==> src/usb_phy_config.svh <==
// bit-time divisors, glitch filter depth, receiver blanking and bit stuffing limit
`ifndef USB_PHY_CONFIG_SVH
`define USB_PHY_CONFIG_SVH

// ============================================================
// bit timing at a 48 MHz usb_clk
// ============================================================

// full speed runs at 12 Mbit/s, so four clocks make one bit
`define USB_FS_DIV 4

// low speed runs at 1.5 Mbit/s, so one bit lasts 32 clocks
`define USB_LS_DIV 32

// ============================================================
// line conditioning
// ============================================================

// number of synchronized samples the majority vote looks at
`define USB_FILTER_DEPTH 3

// extra cycles the receiver stays in reset once its port stops driving
`define USB_RX_BLANK 3

// after this many ones in a row a zero goes onto the wire
`define USB_STUFF_LIMIT 6

`endif

==> src/usb_line_filter.sv <==
// two-stage synchronizer and majority glitch filter for the rcv, vp and vm lines of one port
`default_nettype none
`include "usb_phy_config.svh"

module usb_line_filter (
	input  logic usb_clk,
	input  logic usb_rst,
	input  logic rcv,
	input  logic vp,
	input  logic vm,
	output logic rcv_s,
	output logic vp_s,
	output logic vm_s
);
	localparam int DEPTH = `USB_FILTER_DEPTH;

	// first flop of the synchronizer, lanes packed as {rcv, vp, vm}
	logic [2:0] meta;
	// win[0] is the second synchronizer flop and also the newest vote sample
	logic [2:0] win [DEPTH];
	logic [2:0] maj;

	always_ff @(posedge usb_clk) begin
		if (usb_rst) begin
			meta <= '0;
			for (int d = 0; d < DEPTH; d++)
				win[d] <= '0;
		end else begin
			meta <= {rcv, vp, vm};
			win[0] <= meta;
			for (int d = 1; d < DEPTH; d++)
				win[d] <= win[d-1];
		end
	end

	// each lane follows the majority of its window, a one-cycle spike never wins
	for (genvar l = 0; l < 3; l++) begin : g_vote
		logic [DEPTH-1:0] taps;
		for (genvar d = 0; d < DEPTH; d++) begin : g_tap
			assign taps[d] = win[d][l];
		end
		assign maj[l] = $countones(taps) > DEPTH / 2;
	end

	assign {rcv_s, vp_s, vm_s} = maj;

	// the pipeline is flushed by reset, so pins cannot reach the outputs right away
	a_quiet_after_reset: assert property (@(posedge usb_clk)
		$fell(usb_rst) |=> $stable({rcv_s, vp_s, vm_s}))
		else $error("filter output moved right after reset release");

endmodule

`default_nettype wire

==> config.mk <==
export PLATFORM = sky130hd
export DESIGN_NAME = usb_line_filter
export DESIGN_NICKNAME = d
export VERILOG_FILES = /design/src/usb_line_filter.sv
export VERILOG_INCLUDE_DIRS = /design/src /design/src/src
export SDC_FILE = /design/constraint.sdc
export NUM_CORES = 1
export LEC_CHECK = 0
export BUFFER_PORTS_ARGS = -buffer_cell sky130_fd_sc_hd__buf_2
export CORE_AREA = 2 2 39 41
export DETAILED_ROUTE_END_ITERATION = 8
export DIE_AREA = 0 0 41 43
export GPL_ROUTABILITY_DRIVEN = 0
export PLACE_DENSITY = 0.57
export SYNTH_ARGS = -nofsm -noshare
export SYNTH_HDL_FRONTEND = slang
export SYNTH_SLANG_ARGS = --single-unit
==> constraint.sdc <==
create_clock -name usb_clk -period 2.8 [get_ports usb_clk]
set_input_delay 0.7 -clock usb_clk [delete_from_list [all_inputs] [get_ports usb_clk]]
set_output_delay 0.7 -clock usb_clk [all_outputs]
set_load 0.05 [all_outputs]
==> impl_results.md, run 1 <==
- Outcome: completed
- Post-CTS Hold Buffers: 0
- Yosys warnings: 0
- CP endpoint kind: output port
- Critical Path Sink: vp_s
- Seq/Total Area, Yosys: 56.3%
- Flop2flop setup slack: 2220 ps
- DR vias/cell: 3.93
- Largest net degree at the start of global routing: 13
- Grt ovf: 0
- Clock-pin slew on the worst setup and hold paths: about 70 ps
- First-pass GRT wire length: between 800 and 900 um
- Compound-cell area share of the yosys netlist: 5.28%
- Final nets: 50
- Syn avg cell area: 13.8 um^2
- DIE HEIGHT: 43 um
- Largest family of logic cells by synthesized area: simple AND/OR/NAND/NOR gates
- Max-cap viol count: 0
- # Post-CTS Setup Buffers: 0
- I/O Buffers: 7
- Final core occ: 36.6%
- Power Internal: around 0.00026 W
- #FFs+latches synth: 12
- Initial core utilization: 30.8%
- Area Overhead vs Synth: 18.8%
- Width of the die: approximately 41 um
- Slew @ Worst Pin: around 340 ps
- Slew Viols, Final: 0
- Inserted Clock Buffers: 3
- CP max stage cell: dfxtp_1
- Synth area leader: dfxtp_1
- Highest clock rate: 0.520 GHz
- Switching Fraction: 19.3%
- Setup TNS: 0 ps
- CTS tree: yes
- Pwr Density: ~640 mW/mm^2
- Std-Cell Rows: 14
- Clock skew: 4.39 ps
- Final Hold Fails: 0
- Drt drc: 0
- Clock power frac: between 40% and 50%
- Setup CP Type: reg -> out
- Layout cell share with drive strength beyond 1: about 56%
- Peak fanout along the critical path: 2
- Syn nets: 39
- H-tree levels: 1
- Die footprint: 0.00176 mm^2
- Max VDD drop: 346 uV
- Wirelength per Cell: 8.70 um
- Vias in the first global route: 222
- Cell variety after synth: 7
- # diodes: 0
- Top cells by area, synth: dfxtp_1 (56%), nor2b_2 (16%), ha_1 (8.8%), nor2b_4 (6.5%), a21o_1 (5.3%)
- DRT iter0 DRCs: 0
- Relative slew slack: 77.6%
- Reg2reg path depth: 1
- CP peak stage delay: roughly 320 ps
- Insertion delay to the later sink of the worst-skew pair: 260 ps
- CP Cell Sequence: ha_1 > a21o_1 > buf_2
- Leakage: 0.256 nW
- RSZ-0062 raised after global routing: false
- Core ar.: 0.00138 mm^2
- Post-Synth XOR/XNOR Area: 0%
- Startpoint Class: flop
- Max Buffers Root-to-Sink: 2
- Mux cell area share after synthesis: 0%
- IO Count: 8
- Gate power share: 5.1%
- Syn Inst Count: 31
- R2r endpoint: win[0][1]
- Crit path DAT: 1220 ps
- Endpoints failing setup: 0
- Simple-gate share of the synthesized area: 27.0%
- Synth top area share: 56.3%
- Min Clock Period, post-route: between 1500 and 2000 ps
- Post-Syn Area: roughly 430 um^2
- Synth Area in Adders: 8.80%
- CTS Sinks: 12
- Initial antenna violation count: 0
- P_sw: 0.0000629 W
- Root Buffer: clkbuf_4
- Final Cycle Share: 68.7%
- DR pass1 iterations: 1
- Critical Path Source: win[0][1]
- Via total after detailed routing: around 220
- CTS resizes: 0
- Total GRT Usage: between 7 and 8%
- Flop pwr share: 54.6%
- ANT nets after route: 0
- Total wire length: 496 um
- Worst Path Required: 2100 ps
- Worst hold path class: reg -> reg
- RR Startpoint: meta[1]
-- power groups by stage --
stage,logic [W],clock network (W),registers [W]
floorplan,0.0000138,0,0.000182
global placement,0.0000160,0,0.000182
detailed placement,0.0000166,0,0.000182
CTS,0.0000168,0.000139,0.000178
global route,0.0000185,0.000148,0.000179
finish,0.0000165,0.000132,0.000178
-- cells in the final DEF, fill, tap and decap left out --
master,synthesis,final
ha_1,3,3
dfxtp_1,12,12
clkbuf_4,0,3
a21o_1,3,3
buf_2,0,7
nor2b_4,2,2
nor2b_2,8,8
clkbuf_8,0,1
and2b_2,2,2
-- worst min-delay path by stage --
stage	start	end	slack, ps	cells after the start
floorplan	meta[2]	win[0][2]	410	1
global placement	meta[2]	win[0][2]	420	1
detailed placement	meta[2]	win[0][2]	430	1
CTS	meta[2]	win[0][2]	440	1
global route	meta[2]	win[0][2]	470	1
finish	meta[2]	win[0][2]	440	1
-- routing by layer --
metal	up-vias	track usage [%]	wire, um
li1	119	-	-
met1	98	8.91	224
met2	5	10.6	236
met3	2	3.14	27
met4	0	8.00	8
met5	-	0	0
-- state kept, by name (all words and copies together) (netlist names) --
register and cells:
meta 3, win 9
-- worst max-delay path, delay by kind of cell, from the launching register on --
family / cells / cell delay [ps]
compound gates: 1 / 150
fa+ha+maj: 1 / 290
buf+inv: 1 / 200
flops: 1 / 320
-- metrics by stage --
step | hold WS (ps) | setup slack [ps] | cells | instance area (um^2) | total power (W)
after floorplan | 415 | 1180 | 31 | 427 | 0.000196
after detailed placement | 426 | 1160 | 53 | 470 | 0.000199
after global placement | 423 | 1170 | 53 | 470 | 0.000198
after CTS | 443 | 856 | 57 | 507 | 0.000335
after global routing | 473 | 819 | 57 | 507 | 0.000345
final | 439 | 877 | 57 | 507 | 0.000327
-- cells in the mapped netlist --
| library cell | instances |
|---|---|
| and2b_2 | 2 |
| dfxtp_1 | 12 |
| a21o_1 | 3 |
| buf_6 | 1 |
| nor2b_4 | 2 |
| ha_1 | 3 |
| nor2b_2 | 8 |
-- cells by family (layout without fill, tap and decap cells) --
| kind of cell | Yosys count | in the layout |
|---|---|---|
| compound gates | 3 | 3 |
| flops | 12 | 12 |
| fa+ha+maj | 3 | 3 |
| buf+inv | 1 | 11 |
| simple gates | 12 | 12 |
-- cell type report --
class / count / area (um^2)
Clock buffer: 4 / 36.3
Fill cell: 144 / 877
Multi-Input combinational cell: 18 / 175
Sequential cell: 12 / 240
Tap cell: 16 / 20.0
Timing Repair Buffer: 7 / 35.0
No activity file was read; power rests on OpenSTA's default activity.
==> run 2: changes to the inputs <==
--- a/config.mk
+++ b/config.mk
@@ -11,7 +11,7 @@
 export DETAILED_ROUTE_END_ITERATION = 8
 export DIE_AREA = 0 0 41 43
 export GPL_ROUTABILITY_DRIVEN = 0
-export PLACE_DENSITY = 0.57
+export PLACE_DENSITY = 0.59
 export SYNTH_ARGS = -nofsm -noshare
 export SYNTH_HDL_FRONTEND = slang
 export SYNTH_SLANG_ARGS = --single-unit
==> constraint.sdc (replaced) <==
create_clock -name usb_clk -period 1.7 [get_ports usb_clk]
set_input_delay 0.425 -clock usb_clk [delete_from_list [all_inputs] [get_ports usb_clk]]
set_output_delay 0.425 -clock usb_clk [all_outputs]
set_load 0.05 [all_outputs]
==> run 2 against run 1 <==
Against the previous run:
- worst hold slack got worse by 68 ps
- setup slack lost 820 ps
- clock-buffer cell count stayed put
- flip-flop and latch count stayed put
- first-iteration DRC count increased by 2
- register-to-register slack got worse by 1100 ps
- critical path type unchanged
- critical endpoint is now vm_s
- largest cell class unchanged
- highest routed layer is now met3
==> impl_results.md, run 2 (synthesis gave the netlist of run 1 again) <==
- Max Buffers Root-to-Sink: 2 (unchanged)
- Crit path DAT: 1220 ps (about the same)
- Initial antenna violation count: 0 (unchanged)
- Wirelength per Cell: 9.37 um (was 8.70 um)
- Final nets: 50 (unchanged)
- Flop pwr share: 54.7% (was 54.6%)
- Die footprint: 0.00176 mm^2 (unchanged)
- Highest clock rate: 0.608 GHz
- Outcome: completed (unchanged)
- Flop2flop setup slack: 1130 ps (was 2220 ps)
- Largest net degree at the start of global routing: 13 (unchanged)
- Worst Path Required: 1270 ps (was 2100 ps)
- Min Clock Period, post-route: 1650 ps
- Peak fanout along the critical path: 2 (unchanged)
- Pre-CTS setup slack: 326 ps (was 1160 ps)
- DP HPWL: 422 um
- Power Internal: 0.000434 W (was 0.000264 W)
- H-tree levels: 1 (unchanged)
- Post-CTS Hold Buffers: 0 (unchanged)
- Layout cell share with drive strength beyond 1: 56.1% (unchanged)
- Slew @ Worst Pin: 329 ps (was 336 ps)
- Area Overhead vs Synth: 19.4% (was 18.8%)
- Largest regs: win x9, meta x3 (unchanged)
- Leakage: 0.256 nW (about the same)
- Max FFs per register: 9 (unchanged)
- Total wire length: 534 um (was 496 um)
- Relative slew slack: 78.1% (was 77.6%)
- Worst hold slack: 371 ps (was 439 ps)
- Slew Viols, Final: 0 (unchanged)
- Endpoints failing setup: 0 (unchanged)
- Std-Cell Rows: 14 (unchanged)
- Width of the die: 41 um (unchanged)
- Clock skew: 0.367 ps (was 4.39 ps)
- Pwr Density: 1060 mW/mm^2 (was 645 mW/mm^2)
- DP Area: 470 um^2 (unchanged)
- Total GRT Usage: 8.38% (was 8.00%)
- I/O Buffers: 7 (unchanged)
- CTS Sinks: 12 (unchanged)
- Filler Cells Inserted: 150 (was 144)
- # diodes: 0 (unchanged)
- Final Cell Area: 509 um^2 (was 507 um^2)
- Grt ovf: 0 (unchanged)
- Setup TNS: 0 ps (unchanged)
- Final Worst Setup Slack: 54.0 ps (was 877 ps)
- Commonest non-fill, non-tap cells in the layout: dfxtp_1 (12), nor2b_2 (8), buf_2 (6) (was dfxtp_1 (12), nor2b_2 (8), buf_2 (7))
- DR vias/cell: 4.02 (was 3.93)
- P_sw: 0.000103 W (was 0.0000629 W)
- DR pass1 iterations: 2 (was 1)
- Setup CP Type: reg -> out (unchanged)
- Root Buffer: clkbuf_4 (unchanged)
- RSZ-0062 raised after global routing: false (unchanged)
- Final Power: 0.000538 W (was 0.000327 W)
- IO Count: 8 (unchanged)
- Reg2reg path depth: 1 (unchanged)
- Vias in the first global route: 234 (was 222)
- Most common cell after layout, fill and taps aside: dfxtp_1 (unchanged)
- Max-cap viol count: 0 (unchanged)
- Critical Path Sink: vm_s (was vp_s)
- CTS tree: yes (unchanged)
- Worst hold path class: in -> reg (was reg -> reg)
- DIE HEIGHT: 43 um (unchanged)
- Clock-pin slew on the worst setup and hold paths: 70 ps (about the same)
- Startpoint Class: flop (unchanged)
- Switching Fraction: 19.2% (was 19.3%)
- Inserted Clock Buffers: 3 (unchanged)
- RR Startpoint: win[0][2] (was meta[1])
- Core ar.: 0.00138 mm^2 (unchanged)
- Insertion delay to the later sink of the worst-skew pair: 260 ps (about the same)
- Gate power share: 5.1% (about the same)
- Critical Path Source: win[0][0] (was win[0][1])
- DRT iter0 DRCs: 2 (was 0)
- Final Hold Fails: 0 (unchanged)
- Final Cycle Share: 96.8%
- Biggest register: win (unchanged)
- CP endpoint kind: output port (unchanged)
- Clock power frac: 40.3% (about the same)
- Worst Hold Depth: 2 (was 1)
- Max VDD drop: 414 uV (was 346 uV)
- Via total after detailed routing: 229 (was 224)
- First-pass GRT wire length: 917 um (was 876 um)
- Drt drc: 0 (unchanged)
- Initial core utilization: 30.8% (unchanged)
- R2r endpoint: win[0][5] (was win[0][1])
- # Post-CTS Setup Buffers: 0 (unchanged)
- ANT nets after route: 0 (unchanged)
[run 2: cell counts in the layout (fill, tap and decap cells not counted)]
Identical to the previous run, type by type.
[run 2: power groups by stage]
stage	Sequential [W]	Clock, W	Combinational [W]
2_1_floorplan	0.000300	0	0.0000227
3_3_place_gp	0.000300	0	0.0000263
3_5_place_dp	0.000301	0	0.0000279
4_1_cts	0.000294	0.000224	0.0000279
5_1_grt	0.000295	0.000247	0.0000304
6_report	0.000294	0.000216	0.0000273
[run 2: worst max-delay path, cell delays in order, from the launching register on]
cell and delay (ps):
dfxtp_1 310, ha_1 290, a21o_1 150, buf_2 200
[run 2: worst min path at each step]
stage	start	endpoint	slack, ps
2_1_floorplan	meta[2]	win[0][2]	410
3_3_place_gp	meta[2]	win[0][2]	420
3_5_place_dp	meta[2]	win[0][2]	430
4_1_cts	rcv	meta[2]	370
5_1_grt	rcv	meta[2]	370
6_report	rcv	meta[2]	370
[run 2: metrics by stage]
stage | utilization (%) | cells
global route | 36.8 | 57
global placement | 34.0 | 53
floorplan | - | 31
CTS | 36.6 | 57
finish | 36.8 | 57
detailed placement | 34.0 | 53
[run 2: metal layers]
metal	GRT usage, %	part of all wire [%]
met1	8.50	41
met2	11.3	52
met3	6.28	6.0
met4	6.00	0
met5	0	0
[run 2: final cells by class]
| cell class | instances | area, um^2 | share of cell area [%] |
|---|---|---|---|
| timing repair buffer | 7 | 37.5 | 7.37 |
| clock buffer | 4 | 36.3 | 7.13 |
| multi-input combinational | 18 | 175 | 34.4 |
| sequential | 12 | 240 | 47.2 |
| tap | 16 | 20.0 | 3.93 |
[run 2: what timing repair did]
item,4_1_cts,5_1_grt
gates resized for setup,0,2
endpoints found under the setup margin,0,1
hold endpoints to repair,0,0
==> run 3: changes to the inputs <==
--- a/config.mk
+++ b/config.mk
@@ -11,6 +11,7 @@
 export DETAILED_ROUTE_END_ITERATION = 8
 export DIE_AREA = 0 0 41 43
 export GPL_ROUTABILITY_DRIVEN = 0
+export GPL_TIMING_DRIVEN = 0
 export PLACE_DENSITY = 0.59
 export SYNTH_ARGS = -nofsm -noshare
 export SYNTH_HDL_FRONTEND = slang
==> run 3 against run 2 <==
Against the previous run:
- clock power hardly changed
- sequential share of layout area decreased by 1.4 points
- sequential power is essentially flat
- design area is 2.9% higher
- via count rose by 5.7%
- first-iteration DRC count down 100%
- worst hold slack lost 6.3 ps
- maximum frequency is 0.54% higher
- largest power group unchanged
- non-clock buffer count grew 1
- global-route usage up 1.1 points
- wire length fell by 1.1%
- flip-flop and latch count is the same
==> impl_results.md, run 3 (synthesis gave the netlist of run 1 again) <==
- DR pass1 iterations: 1 (was 2)
- Crit path DAT: 1210 ps (was 1220 ps)
- Max Buffers Root-to-Sink: 2 (unchanged)
- DP Area: 482 um^2 (was 470 um^2)
- Width of the die: 41 um (unchanged)
- Worst Path Required: 1270 ps (about the same)
- I/O Buffers: 7 (unchanged)
- Clock skew: 1.08 ps (was 0.367 ps)
- Startpoint Class: flop (unchanged)
- Std-Cell Rows: 14 (unchanged)
- Reg area: 240 um^2 (unchanged)
- H-tree levels: 1 (unchanged)
- Insertion delay to the later sink of the worst-skew pair: 260 ps (about the same)
- CP peak stage delay: 310 ps (about the same)
- Initial antenna violation count: 0 (unchanged)
- Area of the multi-input gates: 175 um^2 (unchanged)
- Commonest non-fill, non-tap cells in the layout: dfxtp_1 (12), nor2b_2 (8), buf_2 (6) (unchanged)
- Min Clock Period, post-route: 1640 ps (was 1650 ps)
- Grt ovf: 0 (unchanged)
- CTS Sinks: 12 (unchanged)
- Largest net degree at the start of global routing: 11 (was 13)
- DIE HEIGHT: 43 um (unchanged)
- Area Overhead vs Synth: 22.9% (was 19.4%)
- Wirelength per Cell: 9.10 um (was 9.37 um)
- Final core occ: 37.9% (was 36.8%)
- Slew Viols, Final: 0 (unchanged)
- Peak fanout along the critical path: 2 (unchanged)
- Leakage: 0.262 nW (was 0.256 nW)
- Endpoints failing setup: 0 (unchanged)
- CP endpoint kind: output port (unchanged)
- Biggest register: win (unchanged)
- Filler Cells Inserted: 141 (was 150)
- Max FFs per register: 9 (unchanged)
- First-pass GRT wire length: 1060 um (was 917 um)
- Highest clock rate: 0.611 GHz (was 0.608 GHz)
- Worst hold path class: in -> reg (unchanged)
- CP max stage cell: dfxtp_1 (unchanged)
- Inserted Clock Buffers: 3 (unchanged)
- DP HPWL: 413 um (was 422 um)
- ANT nets after route: 0 (unchanged)
- Relative slew slack: 83.6% (was 78.1%)
- Final nets: 51 (was 50)
- Most common cell after layout, fill and taps aside: dfxtp_1 (unchanged)
- Final Cell Area: 524 um^2 (was 509 um^2)
- Post-CTS Hold Buffers: 0 (unchanged)
- Initial core utilization: 30.8% (unchanged)
- Vias in the first global route: 264 (was 234)
- Flop2flop setup slack: 1130 ps (about the same)
- Worst Hold Depth: 2 (unchanged)
- Reg2reg path depth: 1 (unchanged)
- # diodes: 0 (unchanged)
- IO Count: 8 (unchanged)
- Worst hold slack: 365 ps (was 371 ps)
- CP Cell Sequence: ha_1 > a21o_1 > buf_2 (unchanged)
- Outcome: completed (unchanged)
- CTS tree: yes (unchanged)
- Pwr Density: 1030 mW/mm^2 (was 1060 mW/mm^2)
- Via total after detailed routing: 242 (was 229)
- Core ar.: 0.00138 mm^2 (unchanged)
- Max VDD drop: 423 uV (was 414 uV)
- Setup CP Type: reg -> out (unchanged)
- Final Cycle Share: 96.3% (was 96.8%)
- Largest regs: win x9, meta x3 (unchanged)
- RSZ-0062 raised after global routing: false (unchanged)
- Total GRT Usage: 9.52% (was 8.38%)
- Layout cell share with drive strength beyond 1: 57.1% (was 56.1%)
- Max-cap viol count: 0 (unchanged)
- Setup TNS: 0 ps (unchanged)
- Root Buffer: clkbuf_4 (unchanged)
- Slew @ Worst Pin: 248 ps (was 329 ps)
- DRT iter0 DRCs: 0 (was 2)
- Die footprint: 0.00176 mm^2 (unchanged)
- DR vias/cell: 4.17 (was 4.02)
- Clock-pin slew on the worst setup and hold paths: 70 ps (about the same)
- Drt drc: 0 (unchanged)
- Total wire length: 528 um (was 534 um)
- Final Hold Fails: 0 (unchanged)
==> run 3: changes by cell type in the layout (fill, tap and decap cells not counted), sizes merged <==
cell / change
buf: +1
==> run 3: final timing paths <==
check | from | endpoint
max | win[0][1] | vp_s
min | rcv | meta[2]
max reg2reg | meta[0] | win[0][0]
min reg2reg | meta[2] | win[0][2]
==> run 3: critical path: cells and delay by family, from the launching register on <==
| kind | cells | cell delay, ps |
|---|---|---|
| flip-flops | 1 | 310 |
| adder cells (fa/ha/maj) | 1 | 290 |
| buffers and inverters | 1 | 200 |
| AO/OA/AOI/OAI | 1 | 150 |
==> run 3: cell type report <==
| type | instances | area share [%] |
|---|---|---|
| Sequential cell | 12 | 45.8 |
| Multi-Input combinational cell | 18 | 33.4 |
| Timing Repair Buffer | 7 | 7.88 |
| Clock buffer | 4 | 6.92 |
| Tap cell | 16 | 3.82 |
| Buffer | 1 | 2.15 |
==> run 3: metal layers <==
metal / wire length (um) / track usage [%] / vias up
met5: 0 / 0 / -
met4: 4 / 8.00 / 0
met1: 198 / 10.3 / 116
li1: - / - / 119
met3: 29 / 4.71 / 2
met2: 296 / 13.1 / 5
==> run 3: timing repair <==
item                                    4_1_cts  5_1_grt
resized for setup                             0        3
buffers inserted                              0        0
endpoints found under the setup margin        0        1
==> run 3: metrics by stage <==
| step | worst slack (ps) | instances | power (W) |
|---|---|---|---|
| 3_5_place_dp | 331 | 54 | 0.000331 |
| 4_1_cts | 21.0 | 58 | 0.000552 |
| 5_1_grt | 0.366 | 58 | 0.000573 |
| 6_report | 62.8 | 58 | 0.000541 |
| 2_1_floorplan | 350 | 31 | 0.000322 |
| 3_3_place_gp | 337 | 54 | 0.000329 |
==> run 3: power by group <==
part	leakage, nW	internal, W	total [W]	switching, W
logic	0.143	0.0000168	0.0000307	0.0000139
clock network	0.0210	0.000130	0.000216	0.0000863
registers	0.0984	0.000291	0.000294	0.00000318
