[config.mk]
export PLATFORM = sky130hd
export DESIGN_NAME = usb_rx_deserializer
export DESIGN_NICKNAME = d
export VERILOG_FILES = /design/src/usb_data_pkg.sv /design/src/usb_line_pkg.sv /design/src/usb_rx_deserializer.sv
export VERILOG_INCLUDE_DIRS = /design/src /design/src/src
export SDC_FILE = /design/constraint.sdc
export NUM_CORES = 1
export LEC_CHECK = 0
export BUFFER_PORTS_ARGS = -buffer_cell sky130_fd_sc_hd__buf_2
export CORE_ASPECT_RATIO = 0.6
export CORE_UTILIZATION = 51
export DETAILED_ROUTE_END_ITERATION = 8
export PLACE_DENSITY = 0.82
export SYNTH_ARGS = -nofsm -noshare
export SYNTH_HDL_FRONTEND = slang
export SYNTH_SLANG_ARGS = --single-unit
[constraint.sdc]
create_clock -name usb_clk -period 2.4 [get_ports usb_clk]
set_input_delay 0.24 -clock usb_clk [delete_from_list [all_inputs] [get_ports usb_clk]]
set_output_delay 0.24 -clock usb_clk [all_outputs]
set_load 0.03 [all_outputs]
[src/usb_phy_config.svh]
// bit-time divisors, glitch filter depth, receiver blanking and bit stuffing limit
`ifndef USB_PHY_CONFIG_SVH
`define USB_PHY_CONFIG_SVH

// ============================================================
// bit timing at a 48 MHz usb_clk
// ============================================================

// full speed runs at 12 Mbit/s, so four clocks make one bit
`define USB_FS_DIV 4

// low speed runs at 1.5 Mbit/s, so one bit lasts 32 clocks
`define USB_LS_DIV 32

// ============================================================
// line conditioning
// ============================================================

// number of synchronized samples the majority vote looks at
`define USB_FILTER_DEPTH 3

// extra cycles the receiver stays in reset once its port stops driving
`define USB_RX_BLANK 3

// after this many ones in a row a zero goes onto the wire
`define USB_STUFF_LIMIT 6

`endif

[src/usb_data_pkg.sv]
// data-side types: the byte type and the transmit and receive state machine encodings
`default_nettype none

package usb_data_pkg;

	// one byte as exchanged with the link layer, sent LSB first
	typedef logic [7:0] usb_byte_t;

	// transmit sequencer
	// idle leaves the bus undriven, data shifts bytes out,
	// then two bit times of SE0 and one bit time of J close the packet
	typedef enum logic [1:0] {
		TX_IDLE,
		TX_DATA,
		TX_EOP_SE0,
		TX_EOP_J
	} tx_state_t;

	// receive sequencer
	// hunt waits for the first K, sync checks the KJKJKJKK pattern,
	// data assembles bytes and done waits for the EOP to finish
	typedef enum logic [1:0] {
		RX_HUNT,
		RX_SYNC,
		RX_DATA,
		RX_DONE
	} rx_state_t;

endpackage

`default_nettype wire

[src/usb_line_pkg.sv]
// bus-side types: line state encoding, port mask and bit-time counter
`default_nettype none

package usb_line_pkg;

	// width of the bit-time counter, enough to count one low-speed bit
	localparam int BIT_DIV_W = 5;

	// line state as seen on the wire, packed as {vm, vp}
	typedef logic [1:0] line_state_t;

	// single-ended zero, both lines low
	localparam line_state_t LS_SE0 = 2'd0;
	// D+ high, which is J at full speed and K at low speed
	localparam line_state_t LS_FS_J = 2'd1;
	// D- high, which is K at full speed and J at low speed
	localparam line_state_t LS_FS_K = 2'd2;

	// one bit per port, bit 0 is port A and bit 1 is port B
	typedef logic [1:0] port_mask_t;

	// counts clocks inside one bit time
	typedef logic [BIT_DIV_W-1:0] bit_div_t;

endpackage

`default_nettype wire

[src/usb_rx_deserializer.sv]
// receiver with edge-aligned bit sampling, SYNC hunt, NRZI decoding, destuffing and byte assembly
`default_nettype none
`include "usb_phy_config.svh"

module usb_rx_deserializer (
	input  logic                    usb_clk,
	input  logic                    rx_reset,
	input  logic                    rx,
	input  logic                    rxp,
	input  logic                    rxm,
	input  logic                    low_speed,
	output usb_data_pkg::usb_byte_t rx_data,
	output logic                    rx_valid,
	output logic                    rx_active,
	output logic                    rx_error
);
	usb_data_pkg::rx_state_t state;
	usb_line_pkg::bit_div_t  div_cnt;
	usb_line_pkg::bit_div_t  div_max;
	usb_line_pkg::bit_div_t  div_mid;
	logic       rx_d;
	logic       prev_j;
	logic [2:0] run;
	logic [2:0] bit_cnt;
	logic       se0_seen;
	logic       rx_edge;
	logic       sample;
	logic       se0;
	logic       j_level;
	logic       bit_one;
	logic       data_bit;

	// ============================================================
	// bit recovery
	// ============================================================

	assign div_max = low_speed ? usb_line_pkg::bit_div_t'(`USB_LS_DIV - 1)
	                           : usb_line_pkg::bit_div_t'(`USB_FS_DIV - 1);
	assign div_mid = low_speed ? usb_line_pkg::bit_div_t'(`USB_LS_DIV / 2 - 1)
	                           : usb_line_pkg::bit_div_t'(`USB_FS_DIV / 2 - 1);

	// every transition restarts the timer so the sample lands mid-bit
	assign rx_edge = rx != rx_d;
	assign sample = !rx_edge && (div_cnt == div_mid);
	assign se0 = {rxm, rxp} == usb_line_pkg::LS_SE0;
	assign j_level = rx ^ low_speed;
	// NRZI, an unchanged level is a one
	assign bit_one = j_level == prev_j;
	// a zero that follows the stuffing limit is dropped and never reaches the byte
	assign data_bit = sample && (state == usb_data_pkg::RX_DATA) && !se0 &&
	                  (run != 3'(`USB_STUFF_LIMIT));

	// rx_data is the shift register itself, it only holds still around the strobe
	always_ff @(posedge usb_clk) begin
		rx_d <= rx;
		if (data_bit)
			rx_data <= {bit_one, rx_data[7:1]};
	end

	// ============================================================
	// packet sequencer
	// ============================================================

	always_ff @(posedge usb_clk) begin
		if (rx_reset) begin
			state <= usb_data_pkg::RX_HUNT;
			div_cnt <= '0;
			prev_j <= 1'b1;
			run <= '0;
			bit_cnt <= '0;
			se0_seen <= 1'b0;
			rx_valid <= 1'b0;
			rx_active <= 1'b0;
			rx_error <= 1'b0;
		end else begin
			rx_valid <= 1'b0;
			rx_error <= 1'b0;
			div_cnt <= (rx_edge || div_cnt == div_max) ? '0 : div_cnt + 1'b1;
			if (sample)
				prev_j <= j_level;
			case (state)
				usb_data_pkg::RX_HUNT: if (sample && !se0 && !j_level) begin
					// first K of SYNC, count the alternations that follow
					run <= '0;
					state <= usb_data_pkg::RX_SYNC;
				end
				usb_data_pkg::RX_SYNC: if (se0) begin
					state <= usb_data_pkg::RX_HUNT;
				end else if (sample) begin
					if (!bit_one) begin
						run <= (run == 3'd7) ? run : run + 3'd1;
					end else if (run >= 3'd4) begin
						// the closing KK is a one and counts toward stuffing
						run <= 3'd1;
						bit_cnt <= '0;
						rx_active <= 1'b1;
						state <= usb_data_pkg::RX_DATA;
					end else begin
						state <= usb_data_pkg::RX_HUNT;
					end
				end
				usb_data_pkg::RX_DATA: if (se0) begin
					// EOP inside a byte is an error
					rx_error <= bit_cnt != 3'd0;
					se0_seen <= 1'b1;
					state <= usb_data_pkg::RX_DONE;
				end else if (sample) begin
					if (run == 3'(`USB_STUFF_LIMIT)) begin
						run <= '0;
						if (bit_one) begin
							rx_error <= 1'b1;
							se0_seen <= 1'b0;
							state <= usb_data_pkg::RX_DONE;
						end
					end else begin
						run <= bit_one ? run + 3'd1 : 3'd0;
						bit_cnt <= bit_cnt + 3'd1;
						rx_valid <= bit_cnt == 3'd7;
					end
				end
				usb_data_pkg::RX_DONE: if (se0) begin
					se0_seen <= 1'b1;
				end else if (se0_seen) begin
					rx_active <= 1'b0;
					state <= usb_data_pkg::RX_HUNT;
				end
				default: state <= usb_data_pkg::RX_HUNT;
			endcase
		end
	end

	a_valid_in_packet: assert property (@(posedge usb_clk) disable iff (rx_reset)
		rx_valid |-> rx_active)
		else $error("rx_valid outside a packet");

	a_error_excl_valid: assert property (@(posedge usb_clk) disable iff (rx_reset)
		!(rx_error && rx_valid))
		else $error("rx_error and rx_valid in the same cycle");

endmodule

`default_nettype wire

==> flow_summary_export.csv, run 1 <==
group,metric,value,unit
clock_tree,cts_buffer_depth,2,
placement,pre_cts_slack,-47.7,ps
routing,firstDrtPassIters,6,
critical_path,worstSetupPathType,"reg -> reg",
layout,final_area,0.00167,sq mm
floorplanning,core,0.00259,sq mm
global_route,grt_use_met2,29.9,%
sta,fmax,401,MHz
power,power_density,527,mW/mm^2
floorplanning,start_util,55.4,%
global_route,grt_overflow,0,
critical_path,crit-reg2reg-launch,"div_cnt[1]",
clock_tree,cts_tree,"done",
sta,timing.slew.headroom,71.5,%
floorplanning,die_h,43.1,um
yosys,ys_seq_area_share,43.2,%
global_route,grt_use_total,19.1,%
routing,drt-total-wl,2890,um
global_route,top_usage_layer,"met2",
global_route,antenna_found_initial,0,
global_route,first_global_vias,978,
sta,rsz0062_at_grt,"yes",
clock_tree,cts_root_buffer,"clkbuf_8",
power,power_frac_clock,30.2,%
yosys,yosysTopAreaCellShare,26.5,%
yosys,yosysUniqueCellTypes,38,
placement,dpl-instance-area,0.00159,sq mm
layout,diodes,0,
sta,period_minus_slack,2490,ps
sta,setup_ws,-91.8,ps
layout,area_growth,16.2,%
clock_tree,cts_buffers,3,
floorplanning,fp-row-count,14,
routing,ant_nets,0,
floorplanning,dieArea,0.00304,sq mm
clock_tree,clock_sinks,27,
power,ir_drop,0.000258,V
sta,hold_viol,0,
flow_run,maxCapViolCount,0,
layout,utilization,64.3,%
layout,final_cells,197,
power,switching_share,26.5,%
yosys,synthesis.nets,161,
hold_path,hold_path_depth,1,
floorplanning,io_pins,17,
critical_path,crit_required,2580,ps
clock_tree,cts-htree-levels,1,
global_route,grt_use_met3,5.94,%
routing,drc,6,
power,internal_power,646,uW
routing,vias_per_cell,5.73,
layout,fin_nets,186,
status,outcome,"complete, but fails checks",
critical_path,rrSetupSlack,-90,ps
hold_path,hold_end,"rx_d",
yosys,synth_area,0.00144,sq mm
clock_tree,clk_pin_slew,100,ps
sta,final-setup-viol-count,2,
yosys,yosys_warnings,0,
global_route,grt_max_degree,17,
yosys,yosys_register_bits,27,
floorplanning,fp.dieW,70.5,um
power,pwr-share-seq,55.0,%
yosys,synth_cells,141,
routing,vias,1129,
clock_tree,clk-insertion-delay-late,280,ps
power,total_power,879,uW
placement,placed_cells,191,
power,leakage,0.683,nW
power,comb_power_share,14.8,%
placement,place_congestion,0.920,
global_route,globalRouteMet1Util,25.3,%
routing,drt_iter0_drc,107,
critical_path,critPathLaunchType,"register",
sta,slew_violations,0,
sta,skew,4.75,ps
critical_path,cp_max_fo,7,
hold_path,min_from,"rx",
power,power_switching,233,uW
sta,worst_pin_slew,427,ps
critical_path,cp-end-kind,"register",
hold_path,hold_class,"in -> reg",
placement,dp_hpwl,2090,um
sta,post-route-period-util,104,%
layout,drive_gt1_share,23.0,%
critical_path,ff2ff_path_depth,6,
clock_tree,cts_hold_buf,0,
status,violations,"DRC, setup timing",
yosys,synth.area.top_cells,"dfxtp_1, edfxtp_1, ha_1",
placement,portBuffers,16,
global_route,grt_first_pass_wirelength,4430,um
critical_path,cp.arrival,2670,ps
yosys,synth_top_area_cell,"dfxtp_1",
yosys,avgSynthCellArea,10.2,sq um
routing,wl_per_cell,14.7,um
## per-stage QoR
stage | hold slack [ps] | setup TNS (ps)
4_1_cts | 137 | 0
2_1_floorplan | 268 | 0
6_report | 140 | -125
5_1_grt | 136 | -498
3_3_place_gp | 431 | 0
3_5_place_dp | 430 | -82.1
## cell usage in the layout, fill, tap and decap left out, drive strengths merged, types with 2 or more instances in the layout
cell,instances
dfxtp,19
ha,14
clkbuf,3
xor2,3
xnor2,2
o21ai,2
a211o,2
nand3,8
buf,24
nand2,7
or4,2
nand3b,2
nor3,2
a21oi,7
o31ai,2
and3,3
nand2b,5
nand4,2
a2111oi,2
inv,11
a211oi,2
nor2,14
edfxtp,8
nor3b,4
## worst max-delay path by stage
stage | startpoint | end | slack [ps] | depth (start not counted)
after floorplan | div_cnt[2] | run[1] | 70 | 6
after global placement | div_cnt[1] | run[1] | 6 | 6
after detailed placement | div_cnt[1] | run[1] | -50 | 6
after CTS | div_cnt[1] | register | 40 | 6
after global routing | div_cnt[1] | register | -140 | 6
final | div_cnt[1] | register | -90 | 6
## cells in the mapped netlist
library cell / instances
nor4_1: 1
xor3_1: 1
nand4_1: 2
o311ai_0: 1
a211oi_2: 1
or4_1: 2
a21oi_1: 7
a41o_1: 1
a2111o_1: 1
o21ai_0: 2
nor2_1: 14
nand3b_1: 2
xnor2_1: 2
nor3_1: 2
nand3_1: 8
and3_1: 3
o21ba_2: 1
nand2_1: 7
nor3b_1: 4
o31ai_1: 2
nand2b_1: 5
a2111oi_4: 2
dfxtp_1: 19
xor2_1: 3
o31a_1: 1
nor2b_1: 1
o32a_1: 1
or2_2: 1
ha_1: 14
inv_1: 11
clkbuf_1: 4
and3b_1: 1
a311oi_1: 1
a211o_1: 2
and4_1: 1
a21boi_0: 1
a211oi_1: 1
edfxtp_1: 8
## cell families after synthesis
group | Yosys count | share of synthesized area [%]
AND/OR/NAND/NOR | 54 | 20.1
buffers and inverters | 15 | 3.92
adder cells (fa/ha/maj) | 14 | 12.2
XOR/XNOR | 6 | 4.71
AO/OA/AOI/OAI | 25 | 15.9
flip-flops | 27 | 43.2
## timing repair
action | CTS | global route
pin swaps | 2 | 4
setup buffers | 0 | 2
endpoints found under the setup margin | 4 | 8
gates resized for setup | 1 | 5
## final cells by class
type | count | area (sq um)
fillers | 198 | 925
inverters | 11 | 41.3
well taps | 32 | 40.0
flip-flops and latches | 27 | 622
clock buffers | 3 | 41.3
repair buffers | 24 | 140
clock inverters | 1 | 7.51
multi-input cells | 99 | 776
## state kept, by name (all words and copies together) (netlist names), named ones only
register	cells
rx_active	1
rx_data	8
rx_error	1
bit_cnt	3
prev_j	1
div_cnt	5
state	1
rx_d	1
se0_seen	1
rx_valid	1
run	3
## power by group through the flow
stage / clock network (mW) / registers (mW) / logic [mW]
after floorplan: 0 / 0.491 / 0.0872
after global placement: 0 / 0.492 / 0.116
after detailed placement: 0 / 0.493 / 0.121
after CTS: 0.275 / 0.482 / 0.120
after global routing: 0.288 / 0.484 / 0.141
final: 0.265 / 0.483 / 0.130
## critical path: stages, from the launching register on
cell and delay [ps]:
dfxtp_2 340, or4_4 540, a2111o_1 530, o31a_1 330, a211oi_2 300, a311oi_1 140
a41o_1 210
## layer usage
metal,vias up,share of wire [%]
met5,-,0
met4,0,1.1
met3,9,8.1
met2,46,44
met1,518,47
li1,556,-
No activity file was read; power rests on OpenSTA's default activity.
==> run 2: changes to the inputs <==
RECOVER_POWER = 100   (was default)
==> run 2 against run 1 <==
Against the previous run:
- final cell count did not move
- combinational power barely moved
- critical path type unchanged
- first-iteration DRC count fell by 8.4%
- count of clock-buffer cells in the layout did not move
- register-to-register slack barely moved
- maximum frequency fell by 0.26%
- global-route usage did not move
- the run still ends with DRC, setup timing left
- utilization fell by 0.72 points
- cell area fell by 1.1%
- hold slack improved by 42 ps
- non-clock buffer count did not move
==> flow_summary_export.csv, run 2 (same netlist as run 1, synthesis figures left out) <==
group,metric,value,unit
status,outcome,"complete, but fails checks",
status,violations,"DRC, setup timing",
critical_path,cp-end-kind,"register",
layout,regMostFlops,"rx_data",
placement,dpl-instance-area,0.00159,sq mm
power,ir_drop,0.000258,V
sta,hold_viol,0,
layout,fill_cells,208,
clock_tree,cts_buffer_depth,2,
critical_path,critPathLaunchType,"register",
layout,regArea,622,sq um
sta,period_minus_slack,2500,ps
critical_path,worstSetupPathType,"reg -> reg",
sta,timing.slew.headroom,71.4,%
critical_path,rrSetupSlack,-100,ps
global_route,grt_max_degree,17,
sta,slew_violations,0,
global_route,antenna_found_initial,0,
routing,drt-total-wl,2920,um
routing,drt_iter0_drc,98,
floorplanning,fp.dieW,70.5,um
global_route,first_global_vias,978,
routing,firstDrtPassIters,6,
sta,post-route-period-util,104,%
critical_path,crit_required,2580,ps
sta,skew,5.89,ps
layout,mostFrequentLayoutCell,"dfxtp_1",
layout,multi_input_area,776,sq um
floorplanning,fp-row-count,14,
placement,dp_hpwl,2090,um
routing,vias_per_cell,5.82,
placement,pre_cts_slack,-47.7,ps
global_route,grt_overflow,0,
hold_path,hold_class,"in -> reg",
global_route,grt_use_total,19.1,%
power,power_density,532,mW/mm^2
clock_tree,clk_pin_slew,100,ps
floorplanning,core,0.00259,sq mm
layout,area_growth,14.9,%
placement,place_congestion,0.920,
clock_tree,cts_root_buffer,"clkbuf_8",
critical_path,cp_max_fo,7,
layout,final_area,0.00165,sq mm
placement,portBuffers,16,
routing,ant_nets,0,
critical_path,crit-reg2reg-launch,"div_cnt[1]",
sta,worst_pin_slew,429,ps
sta,fmax,400,MHz
critical_path,ff2ff_path_depth,6,
floorplanning,die_h,43.1,um
routing,drc,8,
power,leakage,0.641,nW
routing,wl_per_cell,14.8,um
floorplanning,dieArea,0.00304,sq mm
critical_path,critPathBufInv,0,
critical_path,path_cells,"or4_4 > a2111o_1 > o31a_1 > a211oi_2 > a311oi_1 > a41o_1",
sta,setup_ws,-98.4,ps
placement,placed_cells,191,
flow_run,maxCapViolCount,0,
layout,final_cells,197,
hold_path,hold_path_depth,1,
clock_tree,clock_sinks,27,
clock_tree,cts-htree-levels,1,
floorplanning,start_util,55.4,%
critical_path,crit_slowest_cell,"or4_4",
clock_tree,cts_buffers,3,
sta,final-setup-viol-count,3,
floorplanning,io_pins,17,
layout,drive_gt1_share,15.2,%
layout,most-common-layout-cells,"dfxtp_1, nor2_1, ha_1",
hold_path,hold_end,"rx_d",
layout,largest_register_ffs,8,
layout,reg_top3,"rx_data x8, div_cnt x5",
routing,vias,1147,
critical_path,cp.arrival,2680,ps
clock_tree,clk-insertion-delay-late,280,ps
critical_path,crit_family,"compound AO/OA/AOI/OAI gates",
clock_tree,cts_hold_buf,0,
global_route,grt_first_pass_wirelength,4430,um
layout,diodes,0,
layout,fin_nets,186,
hold_path,min_from,"rx",
critical_path,max_stage_delay,540,ps
sta,rsz0062_at_grt,"yes",
clock_tree,cts_tree,"done",
-- run 2: through the flow --
stage / power [mW] / setup TNS (ps) / hold WS [ps] / util, %
5_1_grt: 0.913 / -498 / 183 / 63.6
3_5_place_dp: 0.614 / -82.1 / 430 / 61.1
6_report: 0.877 / -139 / 182 / 63.6
3_3_place_gp: 0.608 / 0 / 431 / 61.1
2_1_floorplan: 0.579 / 0 / 268 / -
4_1_cts: 0.878 / 0 / 137 / 63.1
-- run 2: area by class of cell --
class | count | area share, %
inverters | 11 | 2.50
clock inverters | 1 | 0.455
clock buffers | 3 | 2.50
flip-flops and latches | 27 | 37.7
multi-input cells | 99 | 47.0
repair buffers | 24 | 7.36
well taps | 32 | 2.43
-- run 2: timing repair --
action	in CTS	in global routing
endpoints found under the setup margin	4	8
setup buffers	0	2
pin swaps	2	4
resized for setup	1	5
-- run 2: how the worst max path moves through the flow --
stage	end	depth (start not counted)	from	slack (ps)
floorplan	run[1]	6	div_cnt[2]	70
global placement	run[1]	6	div_cnt[1]	6
detailed placement	run[1]	6	div_cnt[1]	-50
CTS	register	6	div_cnt[1]	40
global route	register	6	div_cnt[1]	-140
finish	register	6	div_cnt[1]	-100
-- run 2: where the power goes --
part           switching (mW)  internal, mW
Sequential            0.00901         0.474
Clock                   0.146         0.118
Combinational          0.0767        0.0533
Total                   0.232         0.646
-- run 2: per-layer routing --
layer,share of wire (%),GRT usage [%],vias up
met3,8.4,5.94,7
met4,1.4,6.53,0
li1,-,-,554
met5,0,0,-
met2,43,29.9,56
met1,47,25.3,530
==> run 3: changes to the inputs <==
SETUP_SLACK_MARGIN = 0.05   (was default)
==> run 3 against run 2 <==
Against the previous run:
- the run still ends with DRC, setup timing left
- power is essentially flat
- clock skew is 1.0 ps lower
- first-iteration DRC count rose by 3.1%
- via count decreased by 2.1%
- clock power about the same
- sequential share of layout area about the same
- die area unchanged
- sequential power hardly changed
- utilization barely moved
==> flow_summary_export.csv, run 3 (same netlist as run 1, synthesis figures left out) <==
group,metric,value,unit
sta,setup_ws,-5.50,ps
routing,drt-total-wl,2850,um
floorplanning,fp.dieW,70.5,um
clock_tree,clk-insertion-delay-late,280,ps
clock_tree,cts_buffer_depth,2,
global_route,grt_use_total,19.4,%
power,power_density,532,mW/mm^2
layout,diodes,0,
clock_tree,cts_tree,"done",
power,leakage,0.644,nW
sta,period_minus_slack,2410,ps
routing,firstDrtPassIters,6,
placement,dp_hpwl,2090,um
sta,fmax,416,MHz
global_route,grt_first_pass_wirelength,4490,um
sta,final-setup-viol-count,1,
flow_run,maxCapViolCount,0,
sta,worst_hold_slack,139,ps
clock_tree,clock_sinks,27,
global_route,grt_max_degree,17,
power,internal_power,645,uW
clock_tree,cts_buffers,3,
layout,fill_cells,211,
routing,vias,1123,
sta,timing.slew.headroom,71.1,%
global_route,grt_overflow,0,
hold_path,hold_end,"rx_d",
power,total_power,877,uW
critical_path,cp.arrival,2590,ps
clock_tree,clk_pin_slew,100,ps
routing,ant_nets,0,
status,outcome,"complete, but fails checks",
routing,drc,8,
critical_path,ff2ff_path_depth,6,
power,power_switching,232,uW
routing,drt_iter0_drc,101,
placement,place_congestion,0.920,
layout,regMostFlops,"rx_data",
hold_path,min_from,"rx",
global_route,first_global_vias,986,
floorplanning,start_util,55.4,%
critical_path,worstSetupPathType,"reg -> reg",
power,comb_power_share,14.6,%
floorplanning,core,0.00259,sq mm
status,violations,"DRC, setup timing",
layout,fin_nets,186,
power,power_frac_clock,30.3,%
floorplanning,fp-row-count,14,
hold_path,hold_path_depth,1,
hold_path,hold_class,"in -> reg",
layout,largest_register_ffs,8,
layout,area_growth,15.0,%
critical_path,critPathLaunchType,"register",
clock_tree,cts_root_buffer,"clkbuf_8",
power,pwr-share-seq,55.0,%
placement,dpl-instance-area,0.00159,sq mm
sta,rsz0062_at_grt,"yes",
sta,slew_violations,0,
sta,hold_viol,0,
routing,wl_per_cell,14.5,um
layout,most-common-layout-cells,"dfxtp_1, nor2_1, ha_1",
placement,portBuffers,16,
layout,mostFrequentLayoutCell,"dfxtp_1",
critical_path,crit_required,2580,ps
layout,drive_gt1_share,15.8,%
floorplanning,dieArea,0.00304,sq mm
critical_path,rrSetupSlack,-6,ps
power,ir_drop,0.000257,V
critical_path,crit-reg2reg-launch,"div_cnt[1]",
layout,utilization,63.7,%
sta,post-route-period-util,100,%
critical_path,cp-end-kind,"register",
floorplanning,die_h,43.1,um
layout,final_area,0.00165,sq mm
critical_path,cp_max_fo,8,
global_route,antenna_found_initial,0,
clock_tree,cts-htree-levels,1,
layout,reg_top3,"rx_data x8, div_cnt x5",
routing,vias_per_cell,5.70,
power,switching_share,26.4,%
sta,worst_pin_slew,433,ps
floorplanning,io_pins,17,
clock_tree,cts_hold_buf,0,
sta,skew,4.84,ps
[run 3: changes by cell type in the layout (fill, tap and decap cells not counted)]
cell | previous run | this run
clkbuf_1 | 13 | 12
buf_2 | 4 | 5
[run 3: how the worst max path moves through the flow]
stage          slack [ps]       end        from  cells after the start
2_1_floorplan          70    run[1]  div_cnt[2]                      6
3_3_place_gp            6    run[1]  div_cnt[1]                      6
3_5_place_dp          -50    run[1]  div_cnt[1]                      6
4_1_cts                50  register  div_cnt[1]                      6
5_1_grt               -70    run[1]  div_cnt[1]                      6
6_report               -6  register  div_cnt[1]                      6
[run 3: final cells by class]
| cell class | instances | area (sq um) | share of cell area [%] |
|---|---|---|---|
| Multi-Input combinational cell | 99 | 776 | 47.0 |
| Sequential cell | 27 | 622 | 37.7 |
| Timing Repair Buffer | 24 | 123 | 7.43 |
| Clock buffer | 3 | 41.3 | 2.50 |
| Inverter | 11 | 41.3 | 2.50 |
| Tap cell | 32 | 40.0 | 2.43 |
| Clock inverter | 1 | 7.51 | 0.455 |
[run 3: power by group through the flow]
stage | registers [mW] | logic, mW | clock network [mW]
final | 0.483 | 0.128 | 0.266
after global routing | 0.484 | 0.140 | 0.288
after CTS | 0.482 | 0.121 | 0.275
after detailed placement | 0.493 | 0.121 | 0
after global placement | 0.492 | 0.116 | 0
after floorplan | 0.491 | 0.0872 | 0
[run 3: metrics by stage]
step                setup slack [ps]  instances  TNS [ps]
CTS                             52.9        196         0
floorplan                       68.5        141         0
finish                         -5.50        197     -5.50
detailed placement             -47.7        191     -82.1
global placement                6.14        191         0
global route                   -72.1        197      -216
[run 3: what timing repair did]
item / 4_1_cts / 5_1_grt
pin swaps: 2 / 2
buffers inserted: 1 / 1
resized for setup: 1 / 5
endpoints found under the hold margin: 0 / 0
setup endpoints to repair: 8 / 8
[run 3: worst max-delay path, stage by stage, from the launching register on]
cell	delay [ps]
dfxtp_2	340
or4_4	530
a2111o_1	500
o31a_1	330
a211oi_2	260
a311oi_1	140
a41o_1	210
[run 3: routing by layer]
layer  track usage (%)  share of wire (%)
met1              25.6                 49
met2              30.3                 42
met3              5.94                8.3
met4              6.53               0.84
met5                 0                  0
